<file path="config.mk">
export PLATFORM = sky130hd
export DESIGN_NAME = fetch_stage
export DESIGN_NICKNAME = d
export VERILOG_FILES = /design/src/source/rv_isa_pkg.sv /design/src/source/pipe_pkg.sv /design/src/source/mini_decode.sv /design/src/source/fetch_control.sv /design/src/source/branch_predictor.sv /design/src/source/branch_resolve.sv /design/src/source/pc_unit.sv /design/src/source/fetch_stage.sv
export VERILOG_INCLUDE_DIRS = /design/src /design/src/source
export SDC_FILE = /design/constraint.sdc
export NUM_CORES = 1
export LEC_CHECK = 0
export BUFFER_PORTS_ARGS = -buffer_cell sky130_fd_sc_hd__buf_2
export CORE_MARGIN = 5
export CORE_UTILIZATION = 50
export CTS_BUF_LIST = sky130_fd_sc_hd__clkbuf_4 sky130_fd_sc_hd__clkbuf_8
export DETAILED_ROUTE_END_ITERATION = 7
export HOLD_SLACK_MARGIN = 0.02
export PLACE_DENSITY_LB_ADDON = 0.3
export SYNTH_ARGS = -nofsm -noshare
export SYNTH_HDL_FRONTEND = slang
export SYNTH_SLANG_ARGS = --single-unit
</file>
<file path="constraint.sdc">
create_clock -name clk -period 6.5 [get_ports clk]
set_clock_uncertainty 0.2 [all_clocks]
set_input_delay 1.3 -clock clk [delete_from_list [all_inputs] [get_ports clk]]
set_output_delay 1.3 -clock clk [all_outputs]
set_load 0.03 [all_outputs]
</file>
<file path="src/source/fetch_params.svh">
`ifndef FETCH_PARAMS_SVH
`define FETCH_PARAMS_SVH

// data and address width
`define XLEN 32

// first fetch address
`define RESET_PC 32'h0000_0000

// history table size, indexed by pc above bit 1
`define BHT_ENTRIES 16

// return address stack size
`define RAS_DEPTH 4

// addi x0, x0, 0
`define NOP 32'h0000_0013

`endif

</file>
<file path="src/source/rv_isa_pkg.sv">
`include "fetch_params.svh"

package rv_isa_pkg;

    // control-flow class of the fetched word
    typedef enum logic [1:0] {
        cf_none   = 2'b00,
        cf_jal    = 2'b01,
        cf_jalr   = 2'b10,
        cf_branch = 2'b11
    } cf_kind_t;

    // same encoding as funct3 of the branch opcode
    typedef enum logic [2:0] {
        cond_eq  = 3'b000,
        cond_ne  = 3'b001,
        cond_lt  = 3'b100,
        cond_ge  = 3'b101,
        cond_ltu = 3'b110,
        cond_geu = 3'b111
    } br_cond_t;

    // decoded control instruction, imm already sign-extended
    typedef struct packed {
        cf_kind_t              kind;
        br_cond_t              cond;
        logic [4:0]            rs1;
        logic [4:0]            rs2;
        logic [4:0]            rd;
        logic [`XLEN-1:0]      imm;
    } cf_instr_t;

endpackage

</file>
<file path="src/source/pipe_pkg.sv">
`include "fetch_params.svh"

package pipe_pkg;

    // destination info of one later stage
    typedef struct packed {
        logic [4:0] rd;
        logic       reg_write;
        logic       mem_read;
    } stage_hz_t;

    // operand source
    typedef enum logic [1:0] {
        fwd_regfile = 2'b00,
        fwd_mem     = 2'b01,
        fwd_wb      = 2'b10
    } fwd_sel_t;

    // correction from a later stage
    typedef struct packed {
        logic             flush;
        logic [`XLEN-1:0] pc;
    } redirect_t;

    // branch outcome known later, trains the history table
    typedef struct packed {
        logic             valid;
        logic [`XLEN-1:0] pc;
        logic             taken;
    } bht_train_t;

endpackage

</file>
<file path="src/source/mini_decode.sv">
`timescale 1ns/1ps
`include "fetch_params.svh"

module mini_decode (
    input  logic [`XLEN-1:0]      instr_i,
    output rv_isa_pkg::cf_instr_t cf_o
);
    import rv_isa_pkg::*;

    localparam logic [6:0] OP_JAL    = 7'b1101111;
    localparam logic [6:0] OP_JALR   = 7'b1100111;
    localparam logic [6:0] OP_BRANCH = 7'b1100011;

    logic [6:0]       opcode;
    logic [2:0]       funct3;
    logic [`XLEN-1:0] imm_j;
    logic [`XLEN-1:0] imm_i;
    logic [`XLEN-1:0] imm_b;

    assign opcode = instr_i[6:0];
    assign funct3 = instr_i[14:12];

    assign imm_j = {{12{instr_i[31]}}, instr_i[19:12], instr_i[20], instr_i[30:21], 1'b0};
    assign imm_i = {{20{instr_i[31]}}, instr_i[31:20]};
    assign imm_b = {{20{instr_i[31]}}, instr_i[7], instr_i[30:25], instr_i[11:8], 1'b0};

    // unused register fields stay zero so they never raise a hazard
    always_comb begin
        cf_o = '0;
        cf_o.kind = cf_none;
        cf_o.cond = cond_eq;
        case (opcode)
            OP_JAL: begin
                cf_o.kind = cf_jal;
                cf_o.rd   = instr_i[11:7];
                cf_o.imm  = imm_j;
            end
            OP_JALR: begin
                if (funct3 == 3'b000) begin
                    cf_o.kind = cf_jalr;
                    cf_o.rs1  = instr_i[19:15];
                    cf_o.rd   = instr_i[11:7];
                    cf_o.imm  = imm_i;
                end
            end
            OP_BRANCH: begin
                // funct3 010 and 011 are not branches
                if (funct3[2:1] != 2'b01) begin
                    cf_o.kind = cf_branch;
                    cf_o.cond = br_cond_t'(funct3);
                    cf_o.rs1  = instr_i[19:15];
                    cf_o.rs2  = instr_i[24:20];
                    cf_o.imm  = imm_b;
                end
            end
            default: begin
                cf_o.kind = cf_none;
            end
        endcase
    end

endmodule

</file>
<file path="src/source/fetch_control.sv">
`timescale 1ns/1ps
`include "fetch_params.svh"

module fetch_control (
    input  logic                  clk,
    input  logic                  rst_n_i,
    input  rv_isa_pkg::cf_instr_t cf_i,
    input  pipe_pkg::stage_hz_t   id_hz_i,
    input  pipe_pkg::stage_hz_t   ex_hz_i,
    input  pipe_pkg::stage_hz_t   mem_hz_i,
    input  pipe_pkg::stage_hz_t   wb_hz_i,
    input  logic                  ras_valid_i,
    input  logic                  pc_advance_i,
    output pipe_pkg::fwd_sel_t    rs1_sel_o,
    output pipe_pkg::fwd_sel_t    rs2_sel_o,
    output logic                  use_pred_o,
    output logic                  ras_push_o,
    output logic                  ras_pop_o,
    output logic                  stall_o
);
    import rv_isa_pkg::*;
    import pipe_pkg::*;

    logic rs1_ready;
    logic rs2_ready;
    logic is_jal;
    logic is_jalr;
    logic is_branch;
    logic ret_hit;
    logic stall_raw;
    logic init_q;

    function automatic logic hz_hit(input stage_hz_t hz, input logic [4:0] rs);
        hz_hit = (hz.rd != 5'd0) && (hz.rd == rs);
    endfunction

    // value still in flight: id writer, or a load in ex
    function automatic logic op_ready(input logic [4:0] rs);
        op_ready = !(hz_hit(id_hz_i, rs) && id_hz_i.reg_write) &&
                   !(hz_hit(ex_hz_i, rs) && ex_hz_i.mem_read);
    endfunction

    function automatic fwd_sel_t pick_src(input logic [4:0] rs);
        if (hz_hit(mem_hz_i, rs) && mem_hz_i.reg_write && !mem_hz_i.mem_read) begin
            pick_src = fwd_mem;
        end else if (hz_hit(wb_hz_i, rs) && wb_hz_i.reg_write) begin
            pick_src = fwd_wb;
        end else begin
            pick_src = fwd_regfile;
        end
    endfunction

    ////////////////////////////////////////////////////////////
    // readiness and forwarding
    ////////////////////////////////////////////////////////////

    assign rs1_ready = op_ready(cf_i.rs1);
    assign rs2_ready = op_ready(cf_i.rs2);
    assign rs1_sel_o = pick_src(cf_i.rs1);
    assign rs2_sel_o = pick_src(cf_i.rs2);

    assign is_jal    = (cf_i.kind == cf_jal);
    assign is_jalr   = (cf_i.kind == cf_jalr);
    assign is_branch = (cf_i.kind == cf_branch);

    ////////////////////////////////////////////////////////////
    // resolve, predict or stall
    ////////////////////////////////////////////////////////////

    // return through x1 with a saved address
    assign ret_hit = is_jalr && !rs1_ready && (cf_i.rs1 == 5'd1) && ras_valid_i;

    assign use_pred_o = (is_branch && !(rs1_ready && rs2_ready)) || ret_hit;
    assign stall_raw  = is_jalr && !rs1_ready && !ret_hit;

    assign ras_push_o = is_jal && (cf_i.rd == 5'd1) && pc_advance_i;
    assign ras_pop_o  = ret_hit && pc_advance_i;

    // first cycle out of reset never stalls
    always_ff @(posedge clk) begin
        if (!rst_n_i) begin
            init_q <= 1'b1;
        end else begin
            init_q <= 1'b0;
        end
    end

    assign stall_o = stall_raw && !init_q;

endmodule

</file>
<file path="src/source/branch_predictor.sv">
`timescale 1ns/1ps
`include "fetch_params.svh"

module branch_predictor (
    input  logic                 clk,
    input  logic                 rst_n_i,
    input  logic [`XLEN-1:0]     pc_i,
    input  pipe_pkg::bht_train_t train_i,
    input  logic                 push_i,
    input  logic                 pop_i,
    input  logic [`XLEN-1:0]     push_addr_i,
    output logic                 pred_taken_o,
    output logic [`XLEN-1:0]     ras_top_o,
    output logic                 ras_valid_o
);
    import pipe_pkg::*;

    localparam int IDX_W = $clog2(`BHT_ENTRIES);
    localparam int PTR_W = $clog2(`RAS_DEPTH);
    localparam int CNT_W = $clog2(`RAS_DEPTH + 1);

    logic [1:0]         bht_q [`BHT_ENTRIES];
    logic [IDX_W-1:0]   rd_idx;
    logic [IDX_W-1:0]   wr_idx;

    logic [`XLEN-1:0]   ras_q [`RAS_DEPTH];
    logic [PTR_W-1:0]   tos_q;
    logic [CNT_W-1:0]   count_q;

    function automatic logic [PTR_W-1:0] ptr_inc(input logic [PTR_W-1:0] p);
        ptr_inc = (p == PTR_W'(`RAS_DEPTH - 1)) ? '0 : p + 1'b1;
    endfunction

    function automatic logic [PTR_W-1:0] ptr_dec(input logic [PTR_W-1:0] p);
        ptr_dec = (p == '0) ? PTR_W'(`RAS_DEPTH - 1) : p - 1'b1;
    endfunction

    ////////////////////////////////////////////////////////////
    // branch history table
    ////////////////////////////////////////////////////////////

    assign rd_idx = pc_i[IDX_W+1:2];
    assign wr_idx = train_i.pc[IDX_W+1:2];

    // upper counter bit is the prediction
    assign pred_taken_o = bht_q[rd_idx][1];

    always_ff @(posedge clk) begin
        if (!rst_n_i) begin
            for (int i = 0; i < `BHT_ENTRIES; i++) begin
                bht_q[i] <= 2'b01;
            end
        end else if (train_i.valid) begin
            if (train_i.taken && (bht_q[wr_idx] != 2'b11)) begin
                bht_q[wr_idx] <= bht_q[wr_idx] + 2'b01;
            end else if (!train_i.taken && (bht_q[wr_idx] != 2'b00)) begin
                bht_q[wr_idx] <= bht_q[wr_idx] - 2'b01;
            end
        end
    end

    ////////////////////////////////////////////////////////////
    // return address stack
    ////////////////////////////////////////////////////////////

    assign ras_top_o   = ras_q[tos_q];
    assign ras_valid_o = (count_q != '0);

    // circular, so a push when full overwrites the oldest slot
    always_ff @(posedge clk) begin
        if (!rst_n_i) begin
            tos_q   <= '0;
            count_q <= '0;
        end else if (push_i) begin
            tos_q <= ptr_inc(tos_q);
            if (count_q != CNT_W'(`RAS_DEPTH)) begin
                count_q <= count_q + 1'b1;
            end
        end else if (pop_i && ras_valid_o) begin
            tos_q   <= ptr_dec(tos_q);
            count_q <= count_q - 1'b1;
        end
    end

    always_ff @(posedge clk) begin
        if (push_i) begin
            ras_q[ptr_inc(tos_q)] <= push_addr_i;
        end
    end

endmodule

</file>
<file path="src/source/branch_resolve.sv">
`timescale 1ns/1ps
`include "fetch_params.svh"

module branch_resolve (
    input  logic [`XLEN-1:0]   rs1_data_i,
    input  logic [`XLEN-1:0]   rs2_data_i,
    input  logic [`XLEN-1:0]   mem_result_i,
    input  logic [`XLEN-1:0]   wb_result_i,
    input  pipe_pkg::fwd_sel_t rs1_sel_i,
    input  pipe_pkg::fwd_sel_t rs2_sel_i,
    input  rv_isa_pkg::br_cond_t cond_i,
    output logic [`XLEN-1:0]   rs1_val_o,
    output logic               taken_o
);
    import rv_isa_pkg::*;
    import pipe_pkg::*;

    logic [`XLEN-1:0] op_a;
    logic [`XLEN-1:0] op_b;

    function automatic logic [`XLEN-1:0] fwd_mux(input fwd_sel_t sel,
                                                 input logic [`XLEN-1:0] rf_val);
        case (sel)
            fwd_mem: fwd_mux = mem_result_i;
            fwd_wb:  fwd_mux = wb_result_i;
            default: fwd_mux = rf_val;
        endcase
    endfunction

    assign op_a      = fwd_mux(rs1_sel_i, rs1_data_i);
    assign op_b      = fwd_mux(rs2_sel_i, rs2_data_i);
    assign rs1_val_o = op_a;

    // comparator
    always_comb begin
        case (cond_i)
            cond_eq:  taken_o = (op_a == op_b);
            cond_ne:  taken_o = (op_a != op_b);
            cond_lt:  taken_o = ($signed(op_a) < $signed(op_b));
            cond_ge:  taken_o = ($signed(op_a) >= $signed(op_b));
            cond_ltu: taken_o = (op_a < op_b);
            cond_geu: taken_o = (op_a >= op_b);
            default:  taken_o = 1'b0;
        endcase
    end

endmodule

</file>
<file path="src/source/pc_unit.sv">
`timescale 1ns/1ps
`include "fetch_params.svh"

module pc_unit (
    input  logic                  clk,
    input  logic                  rst_n_i,
    input  rv_isa_pkg::cf_instr_t cf_i,
    input  logic                  resolved_taken_i,
    input  logic                  pred_taken_i,
    input  logic                  use_pred_i,
    input  logic [`XLEN-1:0]      rs1_val_i,
    input  logic [`XLEN-1:0]      ras_top_i,
    input  logic                  hold_i,
    input  pipe_pkg::redirect_t   redirect_i,
    output logic [`XLEN-1:0]      pc_o,
    output logic [`XLEN-1:0]      pc_plus4_o,
    output logic                  taken_o,
    output logic                  advance_o
);
    import rv_isa_pkg::*;

    localparam logic [`XLEN-1:0] PC_STEP = 4;

    logic [`XLEN-1:0] pc_q;
    logic [`XLEN-1:0] pc_next;
    logic [`XLEN-1:0] rel_target;
    logic [`XLEN-1:0] jalr_sum;
    logic [`XLEN-1:0] jalr_target;

    assign pc_o       = pc_q;
    assign pc_plus4_o = pc_q + PC_STEP;

    assign taken_o = (cf_i.kind == cf_branch) && (use_pred_i ? pred_taken_i : resolved_taken_i);

    // jal and branches share the pc-relative adder
    assign rel_target  = pc_q + cf_i.imm;
    assign jalr_sum    = rs1_val_i + cf_i.imm;
    assign jalr_target = use_pred_i ? ras_top_i : {jalr_sum[`XLEN-1:1], 1'b0};

    assign advance_o = !redirect_i.flush && !hold_i;

    always_comb begin
        if (redirect_i.flush) begin
            pc_next = redirect_i.pc;
        end else if (hold_i) begin
            pc_next = pc_q;
        end else if (cf_i.kind == cf_jal) begin
            pc_next = rel_target;
        end else if (cf_i.kind == cf_jalr) begin
            pc_next = jalr_target;
        end else if (taken_o) begin
            pc_next = rel_target;
        end else begin
            pc_next = pc_plus4_o;
        end
    end

    always_ff @(posedge clk) begin
        if (!rst_n_i) begin
            pc_q <= `RESET_PC;
        end else begin
            pc_q <= pc_next;
        end
    end

endmodule

</file>
<file path="src/source/fetch_stage.sv">
`timescale 1ns/1ps
`include "fetch_params.svh"

module fetch_stage (
    input  logic                 clk,
    input  logic                 rst_n_i,
    input  logic [`XLEN-1:0]     instr_i,
    output logic [`XLEN-1:0]     pc_o,
    output logic [`XLEN-1:0]     instr_o,
    output logic [4:0]           rs1_addr_o,
    output logic [4:0]           rs2_addr_o,
    input  logic [`XLEN-1:0]     rs1_data_i,
    input  logic [`XLEN-1:0]     rs2_data_i,
    input  logic [`XLEN-1:0]     mem_result_i,
    input  logic [`XLEN-1:0]     wb_result_i,
    input  pipe_pkg::stage_hz_t  id_hz_i,
    input  pipe_pkg::stage_hz_t  ex_hz_i,
    input  pipe_pkg::stage_hz_t  mem_hz_i,
    input  pipe_pkg::stage_hz_t  wb_hz_i,
    input  logic                 stall_i,
    input  pipe_pkg::redirect_t  redirect_i,
    input  pipe_pkg::bht_train_t train_i,
    output logic                 stall_o,
    output logic                 taken_o
);
    import rv_isa_pkg::*;
    import pipe_pkg::*;

    cf_instr_t        cf;
    fwd_sel_t         rs1_sel;
    fwd_sel_t         rs2_sel;
    logic             use_pred;
    logic             ras_push;
    logic             ras_pop;
    logic             ras_valid;
    logic [`XLEN-1:0] ras_top;
    logic             pred_taken;
    logic             resolved_taken;
    logic [`XLEN-1:0] rs1_val;
    logic [`XLEN-1:0] pc_plus4;
    logic             pc_advance;
    logic             hold;

    assign rs1_addr_o = cf.rs1;
    assign rs2_addr_o = cf.rs2;
    assign hold       = stall_i | stall_o;

    // bubble to decode while fetch waits on a jalr
    assign instr_o = stall_o ? `NOP : instr_i;

    mini_decode mini_decode_inst (
        .instr_i (instr_i),
        .cf_o    (cf)
    );

    fetch_control fetch_control_inst (
        .clk          (clk),
        .rst_n_i      (rst_n_i),
        .cf_i         (cf),
        .id_hz_i      (id_hz_i),
        .ex_hz_i      (ex_hz_i),
        .mem_hz_i     (mem_hz_i),
        .wb_hz_i      (wb_hz_i),
        .ras_valid_i  (ras_valid),
        .pc_advance_i (pc_advance),
        .rs1_sel_o    (rs1_sel),
        .rs2_sel_o    (rs2_sel),
        .use_pred_o   (use_pred),
        .ras_push_o   (ras_push),
        .ras_pop_o    (ras_pop),
        .stall_o      (stall_o)
    );

    branch_resolve branch_resolve_inst (
        .rs1_data_i   (rs1_data_i),
        .rs2_data_i   (rs2_data_i),
        .mem_result_i (mem_result_i),
        .wb_result_i  (wb_result_i),
        .rs1_sel_i    (rs1_sel),
        .rs2_sel_i    (rs2_sel),
        .cond_i       (cf.cond),
        .rs1_val_o    (rs1_val),
        .taken_o      (resolved_taken)
    );

    branch_predictor branch_predictor_inst (
        .clk          (clk),
        .rst_n_i      (rst_n_i),
        .pc_i         (pc_o),
        .train_i      (train_i),
        .push_i       (ras_push),
        .pop_i        (ras_pop),
        .push_addr_i  (pc_plus4),
        .pred_taken_o (pred_taken),
        .ras_top_o    (ras_top),
        .ras_valid_o  (ras_valid)
    );

    pc_unit pc_unit_inst (
        .clk              (clk),
        .rst_n_i          (rst_n_i),
        .cf_i             (cf),
        .resolved_taken_i (resolved_taken),
        .pred_taken_i     (pred_taken),
        .use_pred_i       (use_pred),
        .rs1_val_i        (rs1_val),
        .ras_top_i        (ras_top),
        .hold_i           (hold),
        .redirect_i       (redirect_i),
        .pc_o             (pc_o),
        .pc_plus4_o       (pc_plus4),
        .taken_o          (taken_o),
        .advance_o        (pc_advance)
    );

endmodule

</file>
; ---- Yosys cells after proc, flatten, opt, wreduce, memory -nomap -nowiden
; Memories as Yosys holds them, arrays and structs flattened. A register that Yosys moved wholly into a read port is not among the register bits.
; Index checks and enable logic that the tools add are counted.
; W data, S select, Z words.
[totals]
mem_count = 2
mem_bits_ro = 0
ff_bits = 38
ramBits = 160
wordCells = 167
latchBits = 0
[memory_table]
columns = name, words, word_bits, rd, rd_clocked_by_memory_dff, write_ports, line
row1 = branch_predictor_inst.ras_q, 4, 32, 1, 1, 1, branch_predictor.sv:26  ; logic [`XLEN-1:0] ras_q [`RAS_DEPTH];
row2 = branch_predictor_inst.bht_q, 16, 2, 2, 1, 16, branch_predictor.sv:22  ; logic [1:0] bht_q [`BHT_ENTRIES];
[classes]
addsub = 9
bitwise = 2
div_mod_pow = 0
reduce_logical = 60
mul = 0
shift = 0
n_lt_le_gt_ge = 4
mux = 53
eq_ne = 33
[op_table]
columns = op, n
row1 = $mux W32, 8
row2 = $pmux W32 S2, 2
row3 = $pmux W32 S3, 1
row4 = $add A32 B32 Y32, 2
row5 = $ge A32 B32 Y1, 2
row6 = $lt A32 B32 Y1, 2
row7 = $eq A5 B5 Y1, 8
row8 = $mux W37, 1
row9 = $logic_and A1 B1 Y1, 35
row10 = $add A32 B3 Y32 const B, 1
row11 = $eq A32 B32 Y1, 1
row12 = $ne A32 B32 Y1, 1
row13 = $mux W2, 13
row14 = $eq A7 B7 Y1 const B, 3
row15 = $pmux W5 S2, 2
row16 = $reduce_bool A5 Y1, 4
row17 = $mux W15, 1
row18 = $mux W1, 14
row19 = $eq A3 B3 Y1 const B, 4
row20 = $logic_not A1 Y1, 12
row21 = $mux W3, 4
row22 = $mux W4, 3
row23 = $eq A2 B2 Y1 const B, 5
row24 = $eq A5 B1 Y1 const B, 2
row25 = 20 further kinds, 30

; ---- Logic depth before layout (Yosys ltp)
[depth]
ltp_word = 24
ltp_mapped = 27
depth_no_buf = 21

; ---- Modules after synthesis
; From an unflattened synthesis, not the netlist that was laid out.
[unflattened]
cells_unflattened = 1835
hier_area_um2 = 16938.7
[by_module_without_submodules]
columns = module, area_per_inst_um2, cells_per_inst, n_inst
row1 = branch_predictor, 6989.2, 378, 1
row2 = pc_unit, 6429.9, 922, 1
row3 = branch_resolve, 2010.7, 323, 1
row4 = fetch_control, 684.4, 86, 1
row5 = mini_decode, 596.8, 90, 1
row6 = fetch_stage, 227.7, 36, 1

; ---- Worst setup path after synthesis
; No wires, ideal clock.
[synth_timing]
path_kind = input to output
startpoint = in instr_i[14]
endpoint = out taken_o
path_stages = 18
path_slack_ns = -0.858
arrival_ns = 5.858
cell_sequence = buf_6 o21a_1 or3_1 buf_6 nor3_4 xnor2_1 nand3_1 buf_1 mux2i_1 a21oi_1 ha_1 nor2b_1 o211ai_2 a21oi_1 o311a_1 or4_1 a2111oi_0 o41a_1
[synth_between]
elab_chain_len = 15
word_cells_on_any_way = 77
cone_classes = order compare (4) / eq/ne (23) / mux (15) / reduce/logical (35)
[synth_rtl]
columns = element, line
row1 = start: declaration, fetch_stage.sv:7  ; input logic [`XLEN-1:0] instr_i,
row2 = $ne A2 B1 Y1 or $logic_not A3 Y1 (tied branches), "mini_decode.sv:48, mini_decode.sv:39"
row3 = $mux W15 or $mux W5 (tied branches), "mini_decode.sv:48, mini_decode.sv:39"
row4 = $pmux W5 S2 (*), mini_decode.sv:32  ; case (opcode)
row5 = named net rs1_addr_o[3], fetch_stage.sv:10  ; output logic [4:0] rs1_addr_o,
row6 = "parallel branches: the longest is 10 deep, another holds $ge A32 B32 Y1", n/a
row7 = $mux W1 (*), pc_unit.sv:33  ; assign taken_o = (cf_i.kind == cf_branch) && (use_pred_i ? pred_taken_i : resolved_taken_i);
row8 = $logic_and A1 B1 Y1 (*), pc_unit.sv:33
row9 = end: declaration, fetch_stage.sv:24  ; output logic taken_o
; Mark *: on every way through the listed nets, which the timed path passes.

; ---- Final worst setup path
[layout_timing]
startpoint = in instr_i[14]
endpoint = out taken_o
[layout_between]
elab_chain_len = 15
word_cells_on_any_way = 77
cone_classes = order compare (4) / eq/ne (23) / mux (15) / reduce/logical (35)
[layout_rtl]
columns = element, line
row1 = "parallel branches: the longest is 14 deep, another holds $ge A32 B32 Y1", n/a
row2 = $logic_and A1 B1 Y1 (*), pc_unit.sv:33
; Mark *: on every way between the ends.

==> run_results.csv <==
group,metric,value,unit
floorplanning,rows,66,
clock_network,cts_made_buffers,34,
run_status,status,"finished with violations",
yosys,synth_seq_cells,204,
yosys,netlist.area_leader.share,29.08,%
clock_network,ctsHtreeMaxLevel,2,
clock_network,path_clk_slew,0.06,ns
critical_path,worstSetupPathType,"in2out",
floorplanning,ios,334,
yosys,synth_cell_type_count,91,
sta,timing.hold.ws,0.3329,ns
floorplanning,die_y,191.8,µm
sta,slew_violations,0,
power_and_ir_drop,total_power,3.371,mW
critical_path,worstSetupStartpointType,"input pin",
detailed_routing,drc,0,
global_route,grt_antenna_before_repair,1,
critical_path,critPathBufInv,3,
layout,synthToLayoutAreaGrowth,28.86,%
detailed_routing,wl,59590,µm
floorplanning,start_util,50.66,%
detailed_routing,wl_met3,5637,µm
yosys,synth_edf_count,160,
yosys,yosysMostFrequentCell,"a21oi_1",
yosys,syn_avg_cell_area,9.298,µm²
global_route,overflow,0,
layout,fillCellCount,2660,
sta,worst_slew_pin_slew,0.9393,ns
power_and_ir_drop,p_leak,9.402,nW
placed_design,dp_slack,-0.7250,ns
floorplanning,die-area,0.03678,mm²
clock_network,clk_path_buf_depth,3,
placed_design,gp_congestion,0.9674,
hold_path,min_path_type,"reg2reg",
layout,nets,2592,
global_route,grt_pass1_vias,15980,
yosys,ys_top_cells_by_count,"a21oi_1, nor2_1, edfxtp_1, nand2_1, ha_1",
floorplanning,die_x,191.8,µm
yosys,synth_top_flop_cell,"edfxtp_1",
sta,hold_viol,0,
yosys,ys.warnings.count,0,
sta,final-setup-viol-count,11,
critical_path,cpPeakStageDelay,0.55,ns
yosys,synth_fp_nets,2138,
yosys,synth.area.top_cells,"edfxtp_1, ha_1, mux4_2",
detailed_routing,wl_met1,22410,µm
detailed_routing,drt_iter0_drc,1462,
sta,fin_crit,7.074,ns
yosys,syn_area,0.01652,mm²
power_and_ir_drop,power.density,158.3,mW/mm²
placed_design,numPortBuffers,302,
clock_network,cts_num_sinks,204,
detailed_routing,vias,16790,
detailed_routing,viasPerCell,6.219,
critical_path,cp_top_family,"compound AO/OA/AOI/OAI gates",
yosys,synth_async_sr_flop_share,0,%
placed_design,dp_hpwl,44740,µm
global_route,grt_pass1_wl,86120,µm
layout,drive_above_1_share,33.41,%
clock_network,tritoncts,"done",
sta,rsz0062_at_grt,"yes",
critical_path,reg2reg_slack,2.45,ns
detailed_routing,final_antenna_net_count,0,
run_status,violations,"negative setup slack",
critical_path,path_max_fanout,9,
clock_network,clk-insertion-delay-late,0.53,ns
power_and_ir_drop,peakVddDrop,130.5,µV
clock_network,hold_buffers,0,
detailed_routing,drtPass1Iterations,5,
sta,worst_slack,-0.5742,ns
detailed_routing,highest_layer,"met4",
critical_path,end_kind,"output pin",
detailed_routing,met2_length,28640,µm
layout,num_antenna_cells,0,
flow_run,drv_cap,0,
yosys,syn_inst,1777,
sta,max_freq,141.4,MHz
critical_path,critical_path.cell_chain,"buf_6, o21a_4, or3_4, o31ai_2, a221o_1, or2_4, buf_4, nor2_1, a21oi_2, ha_1, a21o_1, a21oi_2, nor2b_1, o31a_1, or4_4, a2111oi_4, o41a_1, buf_6",
global_route,grt_use_total,29.90,%
floorplanning,core,0.03262,mm²
layout,final_util,65.27,%
yosys,ys_seq_area_share,34.41,%
critical_path,slowest_stage,"or4_4",
clock_network,root_buffer,"clkbuf_8",
critical_path,cp.arrival,5.57,ns
critical_path,required,5.00,ns
sta,finalCritPeriodShare,108.8,%
global_route,grt_max_degree,45,
sta,slew_headroom,37.38,%
yosys,synth_largest_area_cell,"edfxtp_1",
detailed_routing,avgRoutedWirePerCell,22.08,µm
[metrics by stage]
| step | instances | instance area [µm²] | TNS (ns) |
|---|---|---|---|
| 4_1_cts | 2678 | 20610 | -0.7941 |
| 5_1_grt | 2699 | 21290 | -3.938 |
| 3_5_place_dp | 2610 | 19790 | -18.76 |
| 6_report | 2699 | 21290 | -1.117 |
| 2_1_floorplan | 1777 | 16630 | -3.726 |
| 3_3_place_gp | 2610 | 19790 | -16.67 |
[tightest hold or removal path: cells and delay by family (launching register included)]
kind / cells / cell delay (ns)
AND/OR/NAND/NOR: 1 / 0.07
AO/OA/AOI/OAI: 1 / 0.06
flip-flops: 1 / 0.35
[path summary, 6_finish.rpt]
| check | from | endpoint | cells after the start |
|---|---|---|---|
| max reg2reg | pc_unit_inst.pc_o[0] | pc_unit_inst.pc_o[30] | 16 |
| min reg2reg | branch_predictor_inst.count_q[0] | branch_predictor_inst.count_q[0] | 2 |
| min | branch_predictor_inst.count_q[0] | branch_predictor_inst.count_q[0] | 2 |
| max | instr_i[14] | taken_o | 18 |
[kinds of logic (layout without fill, tap and decap cells)]
family	after synthesis	after routing	share of synthesized area, %
muxes	120	120	10.83
DFF	204	204	34.41
xor gates and xnor gates	104	104	5.513
and+or+nand+nor	590	591	17.90
AOI/OAI and AO/OA	498	498	19.44
adders and majority gates	103	103	7.936
buffers and inverters	158	637	3.975
[final cells by class]
cell class	instances	area, µm²	share of cell area, %
multi-input cells	1416	10730	50.38
flip-flops and latches	204	5688	26.71
repair buffers	532	3473	16.31
clock buffers	51	626.9	2.944
well taps	442	553.0	2.597
inverters	43	161.4	0.7581
clock inverters	11	61.31	0.2879
[repair_timing]
action | CTS | global route
hold endpoints to repair | 0 | 0
setup buffers | 5 | 17
gates cloned | 1 | 5
pin swaps | 6 | 44
gates resized for setup | 15 | 89
endpoints found under the setup margin | 17 | 37
[placed cells by master, fill, tap and decap left out, types with 9 or more instances in the layout]
cell type | synthesis | routed
o211ai_1 | 12 | 12
buf_2 | 15 | 297
dfxtp_1 | 44 | 42
nand3_1 | 61 | 60
a22oi_1 | 10 | 9
mux4_2 | 47 | 47
clkbuf_8 | 0 | 39
mux2i_1 | 73 | 59
and2_1 | 17 | 15
a31oi_1 | 19 | 19
nand4_1 | 49 | 49
ha_1 | 100 | 94
a21oi_1 | 189 | 163
buf_6 | 5 | 12
buf_4 | 2 | 211
edfxtp_1 | 160 | 160
a211oi_1 | 17 | 16
and3_1 | 28 | 28
xnor2_1 | 65 | 64
a21oi_2 | 2 | 25
nor2b_1 | 36 | 35
nor3_1 | 32 | 31
xor2_1 | 39 | 39
inv_1 | 43 | 43
a21o_1 | 41 | 41
nand2_1 | 125 | 123
nor2_1 | 164 | 163
clkbuf_4 | 0 | 12
o21ai_0 | 86 | 84
nand2b_1 | 20 | 19
[power by group]
group | internal (mW) | total (mW) | switching (mW)
Clock | 0.623 | 1.15 | 0.527
Combinational | 0.311 | 0.745 | 0.433
Sequential | 1.43 | 1.48 | 0.0429
Total | 2.37 | 3.37 | 1.00
[state kept, by name, summed over array words and instances (netlist names), named ones only]
signal	count
branch_predictor_inst.bht_q	32
branch_predictor_inst.count_q	3
branch_predictor_inst.ras_q	128
branch_predictor_inst.tos_q	2
fetch_control_inst.init_q	1
pc_unit_inst.pc_o	32
[routing by layer]
| metal | up-vias | GRT usage (%) |
|---|---|---|
| li1 | 7659 | - |
| met1 | 7964 | 37.70 |
| met2 | 967 | 51.44 |
| met3 | 195 | 4.562 |
| met4 | 0 | 12.27 |
| met5 | - | 0 |
(Power assumes the default switching activity.)
